==> src/hdl/copper_pkg.sv <==
package copper_pkg;

    // Copper program memory is 2K 32-bit words
    localparam int COPP_W = 11;

    // Basic data types
    typedef logic [COPP_W-1:0] pc_t;
    typedef logic [15:0]       word_t;
    typedef logic [15:0]       addr_t;
    typedef logic [31:0]       insn_word_t;
    typedef logic [10:0]       hres_t;
    typedef logic [10:0]       vres_t;

    // Raster totals for 640x480 timing
    localparam int TOTAL_WIDTH  = 800;
    localparam int TOTAL_HEIGHT = 525;

    // Restart point is this many pixels before the end of the last line,
    // so the first instruction is fetched before the frame begins
    localparam int RESTART_H_OFFSET = 4;

    // XR memory regions reachable by MOVE
    localparam addr_t XR_COLOR_MEM  = 16'h8000;
    localparam addr_t XR_TILE_MEM   = 16'hA000;
    localparam addr_t XR_COPPER_MEM = 16'hC000;

    // Control register layout
    // Bit 15 enables the copper, low bits hold the initial PC
    localparam int CTRL_EN_BIT = 15;

    // Opcode sits in the top three bits of the instruction
    typedef enum logic [2:0] {
        OP_WAIT  = 3'd0,
        OP_SKIP  = 3'd1,
        OP_JMP   = 3'd2,
        OP_MOVER = 3'd3,
        OP_MOVEF = 3'd4,
        OP_MOVEP = 3'd5,
        OP_MOVEC = 3'd6,
        OP_RSVD  = 3'd7
    } opcode_t;

    // Fetch side FSM
    typedef enum logic [1:0] {
        SEQ_IDLE,
        SEQ_FETCH,
        SEQ_LATCH,
        SEQ_ISSUE
    } seq_state_t;

    // Execute side FSM
    typedef enum logic [1:0] {
        EX_IDLE,
        EX_COMPARE,
        EX_EXEC
    } exec_state_t;

endpackage

==> src/hdl/copper_exec_if.sv <==
`timescale 1ns/1ps

interface copper_exec_if
    import copper_pkg::*;
();

    // Instruction handed from the sequencer
    // Held stable from insn_valid rising until done
    logic       insn_valid;
    insn_word_t insn;

    // One-cycle completion pulse from the executor
    logic       done;

    // Branch result, only meaningful while done is high
    logic       take_jump;
    logic       take_skip;
    pc_t        jump_pc;

    // Fetch side
    modport seq (
        output insn_valid,
        output insn,
        input  done,
        input  take_jump,
        input  take_skip,
        input  jump_pc
    );

    // Execute side
    modport exec (
        input  insn_valid,
        input  insn,
        output done,
        output take_jump,
        output take_skip,
        output jump_pc
    );

endinterface

==> src/hdl/copper_sequencer.sv <==
`timescale 1ns/1ps

module copper_sequencer
    import copper_pkg::*;
(
    input  logic       clk,
    input  logic       copp_reset,
    input  logic       copp_reg_wr_i,
    input  word_t      copp_reg_data_i,
    input  hres_t      h_count_i,
    input  vres_t      v_count_i,
    output logic       coppermem_rd_en_o,
    output pc_t        coppermem_rd_addr_o,
    input  insn_word_t coppermem_rd_data_i,
    output logic       frame_restart_o,
    copper_exec_if.seq ex
);

    // Control register
    logic       ctrl_en;
    pc_t        ctrl_init_pc;

    // Fields of an incoming control write
    logic       reg_en_bit;
    pc_t        reg_init_pc;

    // Fetch state
    seq_state_t seq_state;
    pc_t        pc;
    insn_word_t insn_q;
    logic       insn_valid_q;

    assign reg_en_bit  = copp_reg_data_i[CTRL_EN_BIT];
    assign reg_init_pc = copp_reg_data_i[COPP_W-1:0];

    // Restart point on the last line of the frame
    assign frame_restart_o = (h_count_i == hres_t'(TOTAL_WIDTH - RESTART_H_OFFSET)) &&
                             (v_count_i == vres_t'(TOTAL_HEIGHT - 1));

    // Read strobe only in the single fetch cycle
    // Address is the current PC, it moves on at the end of that cycle
    assign coppermem_rd_en_o   = (seq_state == SEQ_FETCH) && ctrl_en;
    assign coppermem_rd_addr_o = pc;

    // Instruction towards the executor
    assign ex.insn_valid = insn_valid_q;
    assign ex.insn       = insn_q;

    // Control register write
    always_ff @(posedge clk) begin
        if (copp_reset) begin
            ctrl_en      <= 1'b0;
            ctrl_init_pc <= '0;
        end else if (copp_reg_wr_i) begin
            ctrl_en      <= reg_en_bit;
            ctrl_init_pc <= reg_init_pc;
        end
    end

    // Fetch FSM and program counter
    always_ff @(posedge clk) begin
        if (copp_reset) begin
            seq_state    <= SEQ_IDLE;
            pc           <= '0;
            insn_valid_q <= 1'b0;
        end else if (frame_restart_o) begin
            // New frame, start over at the initial PC
            seq_state    <= SEQ_IDLE;
            pc           <= ctrl_init_pc;
            insn_valid_q <= 1'b0;
        end else begin
            case (seq_state)
                SEQ_IDLE: begin
                    // Enabling a stopped copper also loads its start address
                    if (copp_reg_wr_i && reg_en_bit && !ctrl_en) begin
                        pc <= reg_init_pc;
                    end
                    if (ctrl_en) begin
                        seq_state <= SEQ_FETCH;
                    end
                end
                SEQ_FETCH: begin
                    if (ctrl_en) begin
                        // Point at the next word while the read is in flight
                        pc        <= pc + 1'b1;
                        seq_state <= SEQ_LATCH;
                    end else begin
                        seq_state <= SEQ_IDLE;
                    end
                end
                SEQ_LATCH: begin
                    // Read data is present on this edge
                    insn_valid_q <= 1'b1;
                    seq_state    <= SEQ_ISSUE;
                end
                SEQ_ISSUE: begin
                    // Hold the instruction until the executor finishes it
                    if (ex.done) begin
                        insn_valid_q <= 1'b0;
                        if (ex.take_jump) begin
                            pc <= ex.jump_pc;
                        end else if (ex.take_skip) begin
                            // PC already points past this one, step once more
                            pc <= pc + 1'b1;
                        end
                        seq_state <= SEQ_FETCH;
                    end
                end
                default: begin
                    seq_state <= SEQ_IDLE;
                end
            endcase
        end
    end

    // Instruction register
    always_ff @(posedge clk) begin
        if (seq_state == SEQ_LATCH) begin
            insn_q <= coppermem_rd_data_i;
        end
    end

endmodule

==> src/hdl/copper_exec.sv <==
`timescale 1ns/1ps

module copper_exec
    import copper_pkg::*;
(
    input  logic        clk,
    input  logic        copp_reset,
    input  logic        frame_restart_i,
    input  hres_t       h_count_i,
    input  vres_t       v_count_i,
    output logic        xr_wr_en_o,
    output addr_t       xr_wr_addr_o,
    output word_t       xr_wr_data_o,
    input  logic        xr_wr_ack_i,
    copper_exec_if.exec ex
);

    exec_state_t ex_state;

    // Decoded fields
    opcode_t     opcode;
    logic        ignore_v;
    logic        ignore_h;
    vres_t       v_pos;
    hres_t       h_pos;
    word_t       move_data;
    logic [7:0]  move_r_off;
    logic [12:0] move_f_off;
    logic [8:0]  move_p_off;
    pc_t         move_c_off;
    addr_t       move_addr;

    // Registered beam comparisons
    logic        v_reached;
    logic        h_reached;

    // Decisions
    logic        pos_met;
    logic        wait_met;
    logic        is_move;
    logic        step_ok;
    logic        ex_done;
    logic        wr_launch;

    // XR write port registers
    logic        wr_en_q;
    addr_t       wr_addr_q;
    word_t       wr_data_q;

    // Field extraction, the sequencer keeps the instruction stable
    assign opcode     = opcode_t'(ex.insn[31:29]);
    assign ignore_v   = ex.insn[0];
    assign ignore_h   = ex.insn[1];
    assign v_pos      = ex.insn[26:16];
    assign h_pos      = ex.insn[14:4];
    assign move_data  = ex.insn[15:0];
    assign move_r_off = ex.insn[23:16];
    assign move_f_off = ex.insn[28:16];
    assign move_p_off = ex.insn[24:16];
    assign move_c_off = ex.insn[26:16];

    // XR address by MOVE flavour
    always_comb begin
        case (opcode)
            OP_MOVEF: move_addr = {XR_TILE_MEM[15:13], move_f_off};
            OP_MOVEP: move_addr = {XR_COLOR_MEM[15:9], move_p_off};
            OP_MOVEC: move_addr = {XR_COPPER_MEM[15:COPP_W], move_c_off};
            // Register space, upper byte zero
            default:  move_addr = {8'h00, move_r_off};
        endcase
    end

    assign is_move = (opcode == OP_MOVER) || (opcode == OP_MOVEF) ||
                     (opcode == OP_MOVEP) || (opcode == OP_MOVEC);

    // Position test with ignore flags
    assign pos_met  = (ignore_v || v_reached) && (ignore_h || h_reached);
    // Both flags set means wait for the rest of the frame
    assign wait_met = pos_met && !(ignore_v && ignore_h);

    // Can the instruction in EX_EXEC finish this cycle
    always_comb begin
        case (opcode)
            OP_WAIT:  step_ok = wait_met;
            OP_MOVER,
            OP_MOVEF,
            OP_MOVEP,
            OP_MOVEC: step_ok = !wr_en_q || xr_wr_ack_i;  // previous write leaves on this edge
            default:  step_ok = 1'b1;
        endcase
    end

    // Restart abandons the instruction, nothing completes or gets written
    assign ex_done   = (ex_state == EX_EXEC) && step_ok && !frame_restart_i;
    assign wr_launch = ex_done && is_move;

    // Results back to the sequencer
    assign ex.done      = ex_done;
    assign ex.take_jump = (opcode == OP_JMP);
    assign ex.take_skip = (opcode == OP_SKIP) && pos_met;
    assign ex.jump_pc   = ex.insn[27:17];

    // Execute FSM
    always_ff @(posedge clk) begin
        if (copp_reset) begin
            ex_state <= EX_IDLE;
        end else if (frame_restart_i) begin
            ex_state <= EX_IDLE;
        end else begin
            case (ex_state)
                EX_IDLE: begin
                    if (ex.insn_valid) begin
                        ex_state <= EX_COMPARE;
                    end
                end
                EX_COMPARE: begin
                    ex_state <= EX_EXEC;
                end
                EX_EXEC: begin
                    if (ex_done) begin
                        ex_state <= EX_IDLE;
                    end else if (opcode == OP_WAIT) begin
                        // Unmet WAIT samples the beam again
                        ex_state <= EX_COMPARE;
                    end
                    // MOVE with a pending write stays here
                end
                default: begin
                    ex_state <= EX_IDLE;
                end
            endcase
        end
    end

    // Beam comparisons, sampled once per compare cycle
    always_ff @(posedge clk) begin
        if (ex_state == EX_COMPARE) begin
            v_reached <= (v_count_i >= v_pos);
            h_reached <= (h_count_i >= h_pos);
        end
    end

    // Write request stays up until acknowledged
    always_ff @(posedge clk) begin
        if (copp_reset) begin
            wr_en_q <= 1'b0;
        end else if (wr_launch) begin
            wr_en_q <= 1'b1;
        end else if (xr_wr_ack_i) begin
            wr_en_q <= 1'b0;
        end
    end

    // Address and data only change when a new write starts
    always_ff @(posedge clk) begin
        if (wr_launch) begin
            wr_addr_q <= move_addr;
            wr_data_q <= move_data;
        end
    end

    assign xr_wr_en_o   = wr_en_q;
    assign xr_wr_addr_o = wr_addr_q;
    assign xr_wr_data_o = wr_data_q;

endmodule

==> src/hdl/copper_top.sv <==
`timescale 1ns/1ps

module copper_top
    import copper_pkg::*;
(
    input  logic       clk,
    input  logic       copp_reset,

    // Control register strobe
    input  logic       copp_reg_wr_i,
    input  word_t      copp_reg_data_i,

    // Beam position
    input  hres_t      h_count_i,
    input  vres_t      v_count_i,

    // Program memory read, fixed latency
    output logic       coppermem_rd_en_o,
    output pc_t        coppermem_rd_addr_o,
    input  insn_word_t coppermem_rd_data_i,

    // XR write with ack handshake
    output logic       xr_wr_en_o,
    output addr_t      xr_wr_addr_o,
    output word_t      xr_wr_data_o,
    input  logic       xr_wr_ack_i
);

    // Frame restart from the sequencer to the executor
    logic frame_restart;

    // Instruction handshake between the two halves
    copper_exec_if ex_if ();

    copper_sequencer u_seq (
        .clk                 (clk),
        .copp_reset          (copp_reset),
        .copp_reg_wr_i       (copp_reg_wr_i),
        .copp_reg_data_i     (copp_reg_data_i),
        .h_count_i           (h_count_i),
        .v_count_i           (v_count_i),
        .coppermem_rd_en_o   (coppermem_rd_en_o),
        .coppermem_rd_addr_o (coppermem_rd_addr_o),
        .coppermem_rd_data_i (coppermem_rd_data_i),
        .frame_restart_o     (frame_restart),
        .ex                  (ex_if.seq)
    );

    copper_exec u_exec (
        .clk             (clk),
        .copp_reset      (copp_reset),
        .frame_restart_i (frame_restart),
        .h_count_i       (h_count_i),
        .v_count_i       (v_count_i),
        .xr_wr_en_o      (xr_wr_en_o),
        .xr_wr_addr_o    (xr_wr_addr_o),
        .xr_wr_data_o    (xr_wr_data_o),
        .xr_wr_ack_i     (xr_wr_ack_i),
        .ex              (ex_if.exec)
    );

endmodule

==> config.mk <==
export PLATFORM = sky130hd
export DESIGN_NAME = copper_top
export DESIGN_NICKNAME = d
export VERILOG_FILES = /design/src/hdl/copper_pkg.sv /design/src/hdl/copper_exec_if.sv /design/src/hdl/copper_sequencer.sv /design/src/hdl/copper_exec.sv /design/src/hdl/copper_top.sv
export SDC_FILE = /design/constraint.sdc
export NUM_CORES = 1
export LEC_CHECK = 0
export BUFFER_PORTS_ARGS = -buffer_cell sky130_fd_sc_hd__buf_4
export CAP_MARGIN = 10
export CORE_MARGIN = 3
export CORE_UTILIZATION = 48
export DETAILED_ROUTE_END_ITERATION = 12
export GPL_TIMING_DRIVEN = 0
export PLACE_DENSITY = 0.84
export REMOVE_ABC_BUFFERS = 1
export SLEW_MARGIN = 5
export SYNTH_ARGS = -nofsm -noshare
export SYNTH_HDL_FRONTEND = slang
export SYNTH_HIERARCHICAL = 1
export SYNTH_SLANG_ARGS = --single-unit
export TNS_END_PERCENT = 1
==> constraint.sdc <==
create_clock -name clk -period 3.5 [get_ports clk]
set_input_delay 0.7 -clock clk [delete_from_list [all_inputs] [get_ports clk]]
set_output_delay 0.7 -clock clk [all_outputs]
set_load 0.05 [all_outputs]
# Yosys cells after proc, flatten, opt, wreduce, memory -nomap -nowiden
# Cells that the tools add are included.
[totals]
elab_cells = 90
inputBits = 74
register_bits = 95
[classes]
order_cmp = 2
n_addsub = 1
eq_ne = 21
muxes = 21
n_reduce_logical = 33
[ops]
columns = ["cell", "count"]
rows = [
  ["11-bit 2-to-1 mux", 6],
  ["16-bit one-hot mux with 3 select lines", 1],
  ["11-bit one-hot mux with 3 select lines", 1],
  ["11-bit by 10-bit == test with 1-bit output (second input constant)", 2],
  ["11-bit >= comparator", 2],
  ["2-bit 2-to-1 mux", 6],
  ["11-bit by 1-bit adder with 11-bit output (second input constant)", 1],
  ["1-bit logical AND", 11],
  ["3-bit == test (second input constant)", 3],
  ["3-bit by 1-bit inequality test with 1-bit output (second input constant)", 3],
  ["2-bit one-hot mux with 4 select lines", 1],
  ["2-bit == test (second input constant)", 3],
  ["3-bit by 2-bit == test with 1-bit output (second input constant)", 2],
  ["1-bit logical OR", 6],
  ["2-bit one-hot mux with 3 select lines", 1],
  ["2-bit AND reduction", 3],
  ["5-bit AND reduction", 1],
  ["2-bit by 1-bit == test with 1-bit output (second input constant)", 2],
  ["1-bit zero test", 4],
  ["2-bit zero test", 2],
  ["2-bit by 1-bit inequality test with 1-bit output (second input constant)", 2],
  ["4-bit by 3-bit inequality test with 1-bit output (second input constant)", 1],
  ["1-bit one-hot mux with 2 select lines", 2],
  ["2-bit nonzero test", 2],
  ["8 further kinds", 10],
]

# Longest topological paths before layout
# Gate-level depths: netlist of the first run.
[depth]
ltp_word = 9
depth_mapped = 12
mapped_depth_nobuf = 9

# Cells and area by module
# The synthesis of the first run kept the hierarchy.
[modules_own_cells]
columns = ["mod", "cells_per_inst", "area_each_um2", "seq_area_each_um2", "n_inst"]
rows = [
  ["copper_sequencer", 222, 2637.5, 1481.4, 1],
  ["copper_exec", 155, 1909.3, 1081.0, 1],
]

# Worst setup path before layout of the first run
# No wires, ideal clock.
[synth_path]
path_type = "input to register"
start = "input h_count_i[2]"
end = "register u_exec.wr_addr_q[0], in the netlist u_exec/xr_wr_addr_o[0] (enable)"
stages = 7
path_slack_ns = 0.178
t_arrival_ns = 2.897
cell_sequence = "and4b_1 nand4_1 nor4_4 buf_2 nor2_1 o21ai_1 nor2b_1"
[synth_between]
elab_chain_cells = 5
[synth_lines]
columns = ["item", "line", "source"]
rows = [
  ["start, declared", "copper_top.sv:14", "input hres_t h_count_i,"],
  ["11-bit by 10-bit == test with 1-bit output", "copper_sequencer.sv:37", "assign frame_restart_o = (h_count_i == hres_t'(TOTAL_WIDTH - RESTART_H_OFFSET)) &&"],
  ["1-bit logical AND", "copper_sequencer.sv:37", ""],
  ["via frame_restart", "copper_top.sv:30", "logic frame_restart;"],
  ["1-bit zero test", "copper_exec.sv:94", "assign ex_done = (ex_state == EX_EXEC) && step_ok && !frame_restart_i;"],
  ["1-bit logical AND", "copper_exec.sv:94", ""],
  ["1-bit logical AND", "copper_exec.sv:95", "assign wr_launch = ex_done && is_move;"],
  ["via u_exec.wr_launch", "copper_exec.sv:43", "logic wr_launch;"],
  ["end signal, assigned", "copper_exec.sv:157", "wr_addr_q <= move_addr;"],
  ["end, declared", "copper_exec.sv:47", "addr_t wr_addr_q;"],
]
# The timed path passes the listed nets, and every way through them passes these cells.
# A chain may end at the register's enable or synchronous reset.

# Worst setup path in the final report of the first run
[layout_path]
start = "input h_count_i[2]"
end = "register u_seq.pc[7], in the netlist u_seq/coppermem_rd_addr_o[7]"
[layout_between]
elab_chain_cells = 6
elab_cells_between_ends = 11
cone_classes = "eq/ne: 5; mux: 1; reduce/logical: 5"
[layout_lines]
columns = ["item", "line", "source"]
rows = [
  ["11-bit by 10-bit == test with 1-bit output", "copper_sequencer.sv:37", ""],
  ["1-bit logical AND", "copper_sequencer.sv:37", ""],
  ["via frame_restart", "copper_top.sv:30", ""],
  ["1-bit zero test", "copper_exec.sv:94", ""],
  ["1-bit logical AND", "copper_exec.sv:94", ""],
  ["via ex_if.done", "copper_exec_if.sv:13", "logic done;"],
  ["3-bit by 1-bit inequality test with 1-bit output (no line)", "n/a", ""],
  ["5-bit AND reduction (no line)", "n/a", ""],
  ["end signal, assigned", "copper_sequencer.sv:85", "pc <= pc + 1'b1;"],
  ["end signal, assigned", "copper_sequencer.sv:101", "pc <= ex.jump_pc;"],
  ["end signal, assigned", "copper_sequencer.sv:104", "pc <= pc + 1'b1;"],
  ["end, declared", "copper_sequencer.sv:29", "pc_t pc;"],
]
# The timed path passes the listed nets, and every way through them passes these cells.

==> qor.yml, run 1 <==
die_w_um: 103.3
powerDensity_nw_per_um2: 409.2
pin_count: 119
first_global_vias: 3267
period_needed_ns: 2.956
reg2regPathDepth: 8
drtAntennaViolNets: 0
crit_path_start_kind: "primary input"
crit_chain: "buf_4 -> and4b_1 -> nand4_1 -> nor4_4 -> buf_12 -> nor4_1 -> o21ai_0 -> nand2_1 -> and3_1 -> a21oi_1 -> a221oi_2"
async_reset_ff_share_pct: 0
syn_area_per_cell_um2: 12.06
synth-seq-cells: 95
grt_max_degree: 35
cts.htree.levels: 3
utilization_pct: 63.17
areaGrowthSynthToFinish_pct: 24.71
hold_ws_ns: 0.4327
synth-edff-count: 66
critical_path_arrival_ns: 3.23
seq_area_frac_synth_pct: 56.36
core_area_um2: 8976
place_ws_ns: -0.2334
drt_first_iter_violations: 256
synth_xor_xnor_area_share_pct: 1.156
worstPathRequired_ns: 3.78
rsz0062_at_grt: "no"
timing.final.max_slew_violations: 0
yosys_warnings: 6
diodes: 0
cts_setup_buffers: 0
cp-end-kind: "flop"
p_leak_uw: 0.002324
yosys.area_share.simple_pct: 14.09
status: "finished, final reports clean"
drc_errors: 0
hold_depth: 0
finalCritPeriodShare_pct: 84.46
routabilityCongestion: 0.8335
finalHoldViolCount: 0
setup_slack_ns: 0.5439
cp_slowest_stage_delay_ns: 0.59
holdBufCountCts: 0
cts_tree: "yes"
dpl.hpwl_mm: 7.829
grt_remaining_overflow: 0
cts_made_buffers: 9
antenna_found_initial: 0
grt_util_all_layers_pct: 20.43
insertion_delay_ns: 0.38
final_nets: 590
cts_resized: 0
synth_mux_area_share_pct: 3.302
clock-sinks: 95
top_usage_layer: "met2"
dpl-instance-area_um2: 5429
critPathSlowestCell: "and3_1"
grt.met2_usage_pct: 35.18
die-area_um2: 10680
initial_core_util_pct: 50.66
ys_types: 65
worstMarginPinSlew_ns: 0.9390
root_buffer: "clkbuf_8"
via_count: 3308
clk_pin_slew_ns: 0.11
fmax_ghz: 0.3383
viasPerCell: 5.344
path_class: "in2reg"
fin_setup_tns_ns: 0
die_h_um: 103.3
met1_usage_pct: 24.25
peakVddDrop_v: 0.0002237
synthAdderAreaFrac_pct: 7.705
wl_per_cell_um: 17.50
cap_violations: 0
setup_viol: 0
grt_pass1_wl_mm: 16.19
grt_use_met3_pct: 3.555
crit_fanout: 15
drive_gt1_share_pct: 32.66
rows: 34
syn-cell-area_um2: 4547
cts_buffer_depth: 2
finalClockSkew_ns: 0.01615
synth_ff_type: "edfxtp_1"
synth_top_family_by_area: "simple AND/OR/NAND/NOR gates"
slew_headroom_pct: 37.27
drt-pass1-iter-count: 5
synth_compound_area_share_pct: 11.64
routed_wl_mm: 10.83
synthCells: 377
hold_class: "reg2reg"
io_buffers: 114
stdcell_area_um2: 5670
layout make-up:
type,count,area [µm²]
well taps,126,157.7
inverters,32,120.1
multi-input cells,231,1733
fillers,691,3306
clock inverters,7,67.56
clock buffers,9,123.9
repair buffers,119,905.9
flip-flops and latches,95,2562
power breakdown:
part	switching [µW]	internal, µW
combinational	202	149
clock	433	281
sequential	34.8	1220
total	670	1650
layout by cell type (no fill, tap or decap), drive strengths merged, types with 6 or more instances in the layout:
cell,instances
and2,8
o21ai,21
buf,119
mux2i,15
nor2b,6
nor4,6
inv,38
nand3,10
dfxtp,29
nor2,33
o31ai,9
a32oi,6
clkbuf,9
edfxtp,66
nand3b,8
a22oi,6
nor3,8
nand2,12
ha,28
a21oi,13
registers in the layout (all words and copies together), names as in the netlist:
| register | flops |
|---|---|
| u_seq/seq_state | 2 |
| u_seq/ctrl_init_pc | 11 |
| u_exec/xr_wr_en_o | 1 |
| u_exec/xr_wr_addr_o | 16 |
| u_seq/ctrl_en | 1 |
| u_exec/v_reached | 1 |
| u_exec/ex_state | 2 |
| u_seq/ex.insn | 32 |
| u_exec/xr_wr_data_o | 16 |
| u_exec/h_reached | 1 |
| u_seq/coppermem_rd_addr_o | 11 |
| u_seq/ex.insn_valid | 1 |
routing by layer:
metal,vias to the layer above,part of all wire [%]
met2,128,51
met1,1551,40
li1,1602,-
met4,0,3.6
met3,27,5.5
met5,-,0
per-stage QoR:
stage / instances / power [µW]
2_1_floorplan: 358 / 1481
3_3_place_gp: 598 / 1614
3_5_place_dp: 598 / 1628
4_1_cts: 614 / 2333
5_1_grt: 619 / 2411
6_report: 619 / 2321
cells by family after synthesis:
family          count (synthesis)
simple gates                  109
flops                          95
xor+xnor                        6
buf+inv                        51
fa+ha+maj                      28
mux                            15
compound gates                 73
critical path: cells and delay by family:
kind                   cells  cell delay (ns)
buffers and inverters      2             0.26
AOI/OAI and AO/OA          3             0.62
and+or+nand+nor            6             1.63
path summary, 6_finish.rpt:
check	from	end	slack (ns)
worst min register to register	u_seq/ex.insn[3]$_DFFE_PP_	u_exec/xr_wr_data_o[3]$_DFFE_PP_	0.43
worst max-delay path	h_count_i[2]	u_seq/coppermem_rd_addr_o[7]$_SDFFE_PP0P_	0.54
worst min-delay path	u_seq/ex.insn[3]$_DFFE_PP_	u_exec/xr_wr_data_o[3]$_DFFE_PP_	0.43
worst max register to register	u_seq/ex.insn[30]$_DFFE_PP_	u_seq/coppermem_rd_addr_o[7]$_SDFFE_PP0P_	0.69
cells in the mapped netlist (3+ instances only):
cell | instances | area, µm²
a21oi_1 | 11 | 55.05
o31ai_1 | 7 | 52.55
ha_1 | 28 | 350.3
nor2_1 | 32 | 120.1
o21ai_1 | 4 | 20.02
inv_1 | 31 | 116.4
nor2b_1 | 6 | 37.54
nand2_1 | 11 | 41.29
o211a_1 | 3 | 30.03
a22oi_1 | 6 | 45.04
and2_1 | 6 | 37.54
edfxtp_1 | 66 | 1982
o21ai_0 | 17 | 85.08
a32oi_1 | 6 | 52.55
mux2i_1 | 15 | 150.1
clkbuf_1 | 3 | 11.26
xor2_1 | 4 | 35.03
nand3b_1 | 8 | 60.06
nor3_1 | 8 | 40.04
nor4_2 | 3 | 37.54
nand3_1 | 9 | 45.04
dfxtp_1 | 29 | 580.6
nand2b_1 | 3 | 18.77
buf_4 | 12 | 90.09
Power figures use the tool's default switching activity.
==> inputs of run 2 (changes only) <==
--- a/config.mk
+++ b/config.mk
@@ -5,13 +5,14 @@
 export SDC_FILE = /design/constraint.sdc
 export NUM_CORES = 1
 export LEC_CHECK = 0
+export ABC_AREA = 1
 export BUFFER_PORTS_ARGS = -buffer_cell sky130_fd_sc_hd__buf_4
 export CAP_MARGIN = 10
 export CORE_MARGIN = 3
-export CORE_UTILIZATION = 48
+export CORE_UTILIZATION = 54
 export DETAILED_ROUTE_END_ITERATION = 12
 export GPL_TIMING_DRIVEN = 0
-export PLACE_DENSITY = 0.84
+export PLACE_DENSITY = 0.88
 export REMOVE_ABC_BUFFERS = 1
 export SLEW_MARGIN = 5
 export SYNTH_ARGS = -nofsm -noshare
==> constraint.sdc (replaced) <==
create_clock -name clk -period 2.9 [get_ports clk]
set_input_delay 0.58 -clock clk [delete_from_list [all_inputs] [get_ports clk]]
set_output_delay 0.58 -clock clk [all_outputs]
set_load 0.05 [all_outputs]
==> qor.yml, run 2 <==
crit_buf_inv: 3  # +1
top_layer: "met4"
areaGrowthSynthToFinish_pct: 22.24
yosys.area.top_type: "edfxtp_1"
synth-seq-cells: 95  # unchanged
wl_per_cell_um: 16.18  # -7.6%
ff_latch_area_um2: 2562  # unchanged
wl_met2_mm: 6.071  # +10%
clk_pin_slew_ns: 0.10  # about the same
hold_class: "in2reg"
routed_wl_mm: 12.18  # +12%
final_nets: 745  # +26%
cp-endpoint: "u_exec/xr_wr_addr_o[5]$_DFFE_PP_"
ys_types: 34  # -48%
synth-edff-count: 66  # unchanged
peakVddDrop_v: 0.0003301  # +48%
synthTopCellsByArea: "edfxtp_1, dfxtp_1, ha_1"
finalHoldViolCount: 0  # unchanged
period_needed_ns: 2.840
async_reset_ff_share_pct: 0  # unchanged
critical_path_arrival_ns: 2.74  # -0.49 ns
die-area_um2: 10060  # -5.8%
slew_headroom_pct: 41.46  # +4.2 points
startpoint: "h_count_i[10]"
final.fill_count: 632  # -8.5%
cts.htree.levels: 3  # unchanged
regToRegSetupSlack_ns: 0.48  # -0.21 ns
powerDensity_nw_per_um2: 482.4  # +18%
yosys_warnings: 6  # unchanged
initial_core_util_pct: 56.98  # +6.3 points
cp-end-kind: "flop"
drt-pass1-iter-count: 5  # unchanged
seq_area_frac_synth_pct: 53.39  # -3.0 points
root_buffer: "clkbuf_8"
pin_count: 119  # unchanged
stdcell_area_um2: 5867  # +3.5%
core_area_um2: 8423  # -6.2%
multi_input_area_um2: 1767  # +1.9%
synth_top_area_share_pct: 41.29  # -2.3 points
largest_register_ffs: 32  # unchanged
finalClockSkew_ns: 0.01350  # -0.002653 ns
diodes: 0  # unchanged
crit_chain: "buf_4 -> nor2_1 -> nand2_1 -> nor2_1 -> nand3_2 -> clkinv_1 -> nor2_1 -> nand3_1 -> clkinvlp_4"
grt_remaining_overflow: 0  # unchanged
worstPathRequired_ns: 2.80  # -0.98 ns
drc_errors: 0  # unchanged
finalCritPeriodShare_pct: 97.94
utilization_pct: 69.65  # +6.5 points
setup_viol: 0  # unchanged
dpl-instance-area_um2: 5668  # +4.4%
cts_tree: "yes"
syn-cell-area_um2: 4800  # +5.6%
crit_path_start_kind: "primary input"
cts_setup_buffers: 0  # unchanged
die_h_um: 100.3  # -3.0%
synth_commonest_cells: "nand2_1, inv_1, edfxtp_1, nor2_1, nand3_1"
critPathSlowestCell: "clkinvlp_4"
io_buffers: 114  # unchanged
grt_util_all_layers_pct: 24.79  # +4.4 points
synthCells: 536  # +42%
worst_path_most_repeated_cell: "nor2_1"
path_class: "in2reg"
cp.depth: 9  # -2
final_cell_mix: "buf_4, nand2_1, inv_1"
crit_fanout: 32  # +17
drt_first_iter_violations: 320  # +25%
rows: 33  # -2.9%
via_count: 4094  # +24%
drive_gt1_share_pct: 23.46  # -9.2 points
fmax_ghz: 0.3521
synth_ff_type: "edfxtp_1"
drtAntennaViolNets: 0  # unchanged
first_global_vias: 4058  # +24%
insertion_delay_ns: 0.37  # about the same
wl_met3_um: 781  # +32%
timing.final.max_slew_violations: 0  # unchanged
reg2regPathDepth: 9  # +1
p_leak_uw: 0.002616  # +13%
antenna_found_initial: 0  # unchanged
crit_family: "buffers and inverters"
syn_area_per_cell_um2: 8.954  # -26%
cp_slowest_stage_delay_ns: 0.60  # about the same
die_w_um: 100.3  # -3.0%
final_common_cell: "buf_4"
status: "finished, final reports clean"
dpl.hpwl_mm: 9.001  # +15%
grt_max_degree: 35  # unchanged
route.layer.met1.wl_mm: 4.798  # +10%
cts_made_buffers: 9  # unchanged
r2r_end: "u_seq/coppermem_rd_addr_o[2]$_SDFFE_PP0P_"
viasPerCell: 5.437  # +1.7%
r2r-start: "u_seq/seq_state[0]$_SDFFE_PP0P_"
rsz0062_at_grt: "yes"
hold_depth: 1  # +1
cap_violations: 0  # unchanged
worstMarginPinSlew_ns: 0.8781  # -0.06093 ns
routabilityCongestion: 0.8555  # +2.6%
clock-sinks: 95  # unchanged
yosysMostFrequentCell: "nand2_1"
grt_pass1_wl_mm: 19.46  # +20%
cts_buffer_depth: 2  # unchanged
==> run 2: layout make-up <==
type | count | area share [%]
Clock buffer | 10 | 2.175
Timing Repair Buffer | 115 | 14.67
Tap cell | 105 | 2.239
Inverter | 91 | 5.971
Multi-Input combinational cell | 331 | 30.11
Clock inverter | 6 | 1.152
Sequential cell | 95 | 43.68
==> run 2: worst min-delay path by stage <==
stage,from,endpoint,slack (ns)
floorplan,u_seq/ex.insn[15]$_DFFE_PP_,u_exec/xr_wr_data_o[15]$_DFFE_PP_,0.40
global placement,u_seq/ex.insn[15]$_DFFE_PP_,u_exec/xr_wr_data_o[15]$_DFFE_PP_,0.40
detailed placement,u_seq/ex.insn[15]$_DFFE_PP_,u_exec/xr_wr_data_o[15]$_DFFE_PP_,0.42
CTS,coppermem_rd_data_i[7],u_seq/ex.insn[7]$_DFFE_PP_,0.36
global route,coppermem_rd_data_i[7],u_seq/ex.insn[7]$_DFFE_PP_,0.36
finish,coppermem_rd_data_i[7],u_seq/ex.insn[7]$_DFFE_PP_,0.37
==> run 2: layer usage <==
metal  GRT usage, %  vias up
li1               -     1978
met1          29.90     1892
met2          42.30      178
met3          5.142       46
met4          11.81        0
met5              0        -
==> run 2: worst reg2reg max path, stage by stage (launching register included) <==
cell and delay (ns):
dfxtp_1 0.42, ha_1 0.49, inv_2 0.14, o21ai_1 0.69, nand3_1 0.19, nand3_1 0.12
nand3_1 0.08, nand3_1 0.11, nand2_1 0.06, inv_1 0.08
==> run 2: what timing repair did <==
action,CTS,global route
hold buffers,0,0
resized for setup,1,0
setup endpoints to repair,32,32
hold endpoints to repair,0,0
==> run 2: logic make-up after synthesis <==
| logic type | after synthesis | synth area share (%) |
|---|---|---|
| buf+inv | 110 | 9.854 |
| flops | 95 | 53.39 |
| fa+ha+maj | 28 | 7.299 |
| simple gates | 238 | 22.29 |
| compound gates | 65 | 7.169 |
==> run 2: per-stage QoR <==
stage	worst slack, ns	power [µW]	hold WS [ns]	std cells	TNS, ns
2_1_floorplan	0.3639	1790	0.4003	517	0
3_3_place_gp	-0.3069	1949	0.4012	736	-9.762
3_5_place_dp	-0.4653	1968	0.4182	737	-15.64
4_1_cts	0.09790	2843	0.3614	753	0
5_1_grt	-0.09073	2941	0.3617	753	-2.569
6_report	0.05984	2830	0.3747	753	0
==> run 2: report_power, final <==
part	switching [µW]	internal [µW]	total (µW)
registers	40.2	1470	1510
logic	263	172	435
clock network	478	404	882
==> inputs of run 3 (changes only) <==
--- a/config.mk
+++ b/config.mk
@@ -8,6 +8,7 @@
 export ABC_AREA = 1
 export BUFFER_PORTS_ARGS = -buffer_cell sky130_fd_sc_hd__buf_4
 export CAP_MARGIN = 10
+export CORE_ASPECT_RATIO = 1.2
 export CORE_MARGIN = 3
 export CORE_UTILIZATION = 54
 export DETAILED_ROUTE_END_ITERATION = 12
==> qor.yml, run 3 (synthesized netlist as in run 2, its figures left out) <==
status: "finished, final reports clean"
drive_gt1_share_pct: 23.46  # unchanged
grt_max_degree: 35  # unchanged
grt_remaining_overflow: 0  # unchanged
drt-pass1-iter-count: 5  # unchanged
die_w_um: 92.06  # -8.2%
first_global_vias: 4021  # -0.91%
clk_pin_slew_ns: 0.09  # about the same
crit_chain: "buf_4 -> inv_1 -> nor2_1 -> nand2_1 -> nor2_1 -> nand3_2 -> clkinv_1 -> nor2_1 -> nand3_1 -> inv_1 -> buf_16"
via_count: 4047  # -1.1%
powerDensity_nw_per_um2: 476.4  # -1.2%
p_seq_share_pct: 53.8  # +0.3 points
grt.met2_usage_pct: 41.86  # -0.45 points
core_area_um2: 8611  # +2.2%
fin_setup_tns_ns: 0  # unchanged
viasPerCell: 5.290  # -2.7%
die_h_um: 109.3  # +9.0%
crit_fanout: 21  # -34%
place_ws_ns: -0.1399  # +0.3253 ns
internal-power_uw: 2049  # about the same
initial_core_util_pct: 55.74  # -1.2 points
met1_usage_pct: 27.10  # -2.8 points
p_sw_uw: 765.6  # -2.1%
worst_path_most_repeated_cell: "nor2_1"
routabilityCongestion: 0.8653  # +1.1%
holdBufCountCts: 0  # unchanged
critPathSlowestCell: "inv_1"
dpl.hpwl_mm: 8.658  # -3.8%
drt_first_iter_violations: 317  # -0.94%
path_class: "in2reg"
insertion_delay_ns: 0.37  # about the same
hold_class: "in2reg"
startpoint: "v_count_i[2]"
final_cell_mix: "buf_4, nand2_1, inv_1"
reg2regPathDepth: 8  # -1
io_buffers: 114  # unchanged
cts_buffer_depth: 2  # unchanged
stdcell_area_um2: 5908  # +0.70%
cts.htree.levels: 3  # unchanged
combPwrFrac_pct: 15.2  # -0.2 points
wl_per_cell_um: 15.28  # -5.6%
hold_path_end: "u_seq/ex.insn[18]$_DFFE_PP_"
period_needed_ns: 2.716  # -0.1244 ns
timing.final.max_slew_violations: 0  # unchanged
clock-sinks: 95  # unchanged
setup_slack_ns: 0.1843  # +0.1244 ns
r2r-start: "u_seq/ex.insn[29]$_DFFE_PP_"
final_common_cell: "buf_4"
hp-start: "coppermem_rd_data_i[18]"
grt_use_met3_pct: 6.694  # +1.6 points
rsz0062_at_grt: "no"
grt_util_all_layers_pct: 23.99  # -0.79 points
final.fill_count: 678  # +7.3%
crit_path_start_kind: "primary input"
peakVddDrop_v: 0.0003280  # -0.62%
diodes: 0  # unchanged
p_sw_share_pct: 27.20  # -0.43 points
routed_wl_mm: 11.69  # -4.0%
hold_depth: 1  # unchanged
cp_slowest_stage_delay_ns: 0.49  # -0.11 ns
finalHoldViolCount: 0  # unchanged
regToRegSetupSlack_ns: 0.38  # -0.10 ns
drc_errors: 0  # unchanged
finalClockSkew_ns: 0.008840  # -0.004657 ns
fmax_ghz: 0.3682  # +4.6%
root_buffer: "clkbuf_8"
antenna_found_initial: 0  # unchanged
top_usage_layer: "met2"
largest_register_ffs: 32  # unchanged
worstMarginPinSlew_ns: 0.9650  # +0.08693 ns
utilization_pct: 68.61  # -1.0 points
cp-end-kind: "flop"
slew_headroom_pct: 35.32  # -6.1 points
worstPathRequired_ns: 2.98  # +0.18 ns
cts_resized: 0  # -1
drtAntennaViolNets: 0  # unchanged
p_leak_uw: 0.002641  # +0.95%
cts_tree: "yes"
critical_path_arrival_ns: 2.79  # +0.05 ns
final_nets: 745  # unchanged
finalCritPeriodShare_pct: 93.65  # -4.3 points
cts_made_buffers: 9  # unchanged
total_power_uw: 2815  # -0.55%
r2r_end: "u_seq/coppermem_rd_addr_o[2]$_SDFFE_PP0P_"
grt_pass1_wl_mm: 18.49  # -5.0%
cts_setup_buffers: 0  # unchanged
die-area_um2: 10060  # about the same
setup_viol: 0  # unchanged
areaGrowthSynthToFinish_pct: 23.10
pin_count: 119  # unchanged
cap_violations: 0  # unchanged
clock_power_share_pct: 31.0  # -0.2 points
rows: 37  # +12%
dpl-instance-area_um2: 5710  # +0.75%
-- run 3: metal layers --
metal / wire, µm / part of all wire [%]
met3: 899 / 7.7
met5: 0 / 0
met2: 5976 / 51
met1: 4465 / 38
met4: 348 / 3.0
-- run 3: power by group through the flow --
stage	Clock [µW]	Combinational, µW	Sequential (µW)
6_report	872	429	1510
5_1_grt	952	473	1520
4_1_cts	893	425	1510
3_5_place_dp	0	420	1550
3_3_place_gp	0	407	1540
2_1_floorplan	0	187	1600
-- run 3: worst max-delay path by stage --
stage	to	slack [ns]	depth (start not counted)
after global placement	u_exec/xr_wr_addr_o[0]$_DFFE_PP_	-0.40	10
after CTS	u_exec/xr_wr_data_o[12]$_DFFE_PP_	0.25	11
final	u_exec/xr_wr_data_o[5]$_DFFE_PP_	0.18	11
after detailed placement	u_exec/xr_wr_data_o[8]$_DFFE_PP_	-0.14	11
after global routing	u_seq/coppermem_rd_addr_o[3]$_SDFFE_PP0P_	0.008	18
after floorplan	u_exec/xr_wr_addr_o[0]$_DFFE_PP_	0.36	9
-- run 3: worst max-delay path: cells and delay by family --
kind / cells / cell delay, ns
buffers and inverters: 5 / 1.30
and+or+nand+nor: 6 / 0.88
-- run 3: area by class of cell --
class,instances,area [µm²],area share [%]
repair buffers,115,883.3,14.95
well taps,117,146.4,2.478
flip-flops and latches,95,2562,43.37
multi-input cells,331,1772,29.99
clock inverters,6,70.07,1.186
inverters,91,346.6,5.866
clock buffers,10,127.6,2.160
-- run 3: through the flow --
stage | hold slack (ns) | instances
after floorplan | 0.4003 | 517
after global placement | 0.4010 | 748
after detailed placement | 0.4160 | 749
after CTS | 0.3676 | 765
after global routing | 0.3639 | 765
final | 0.3842 | 765
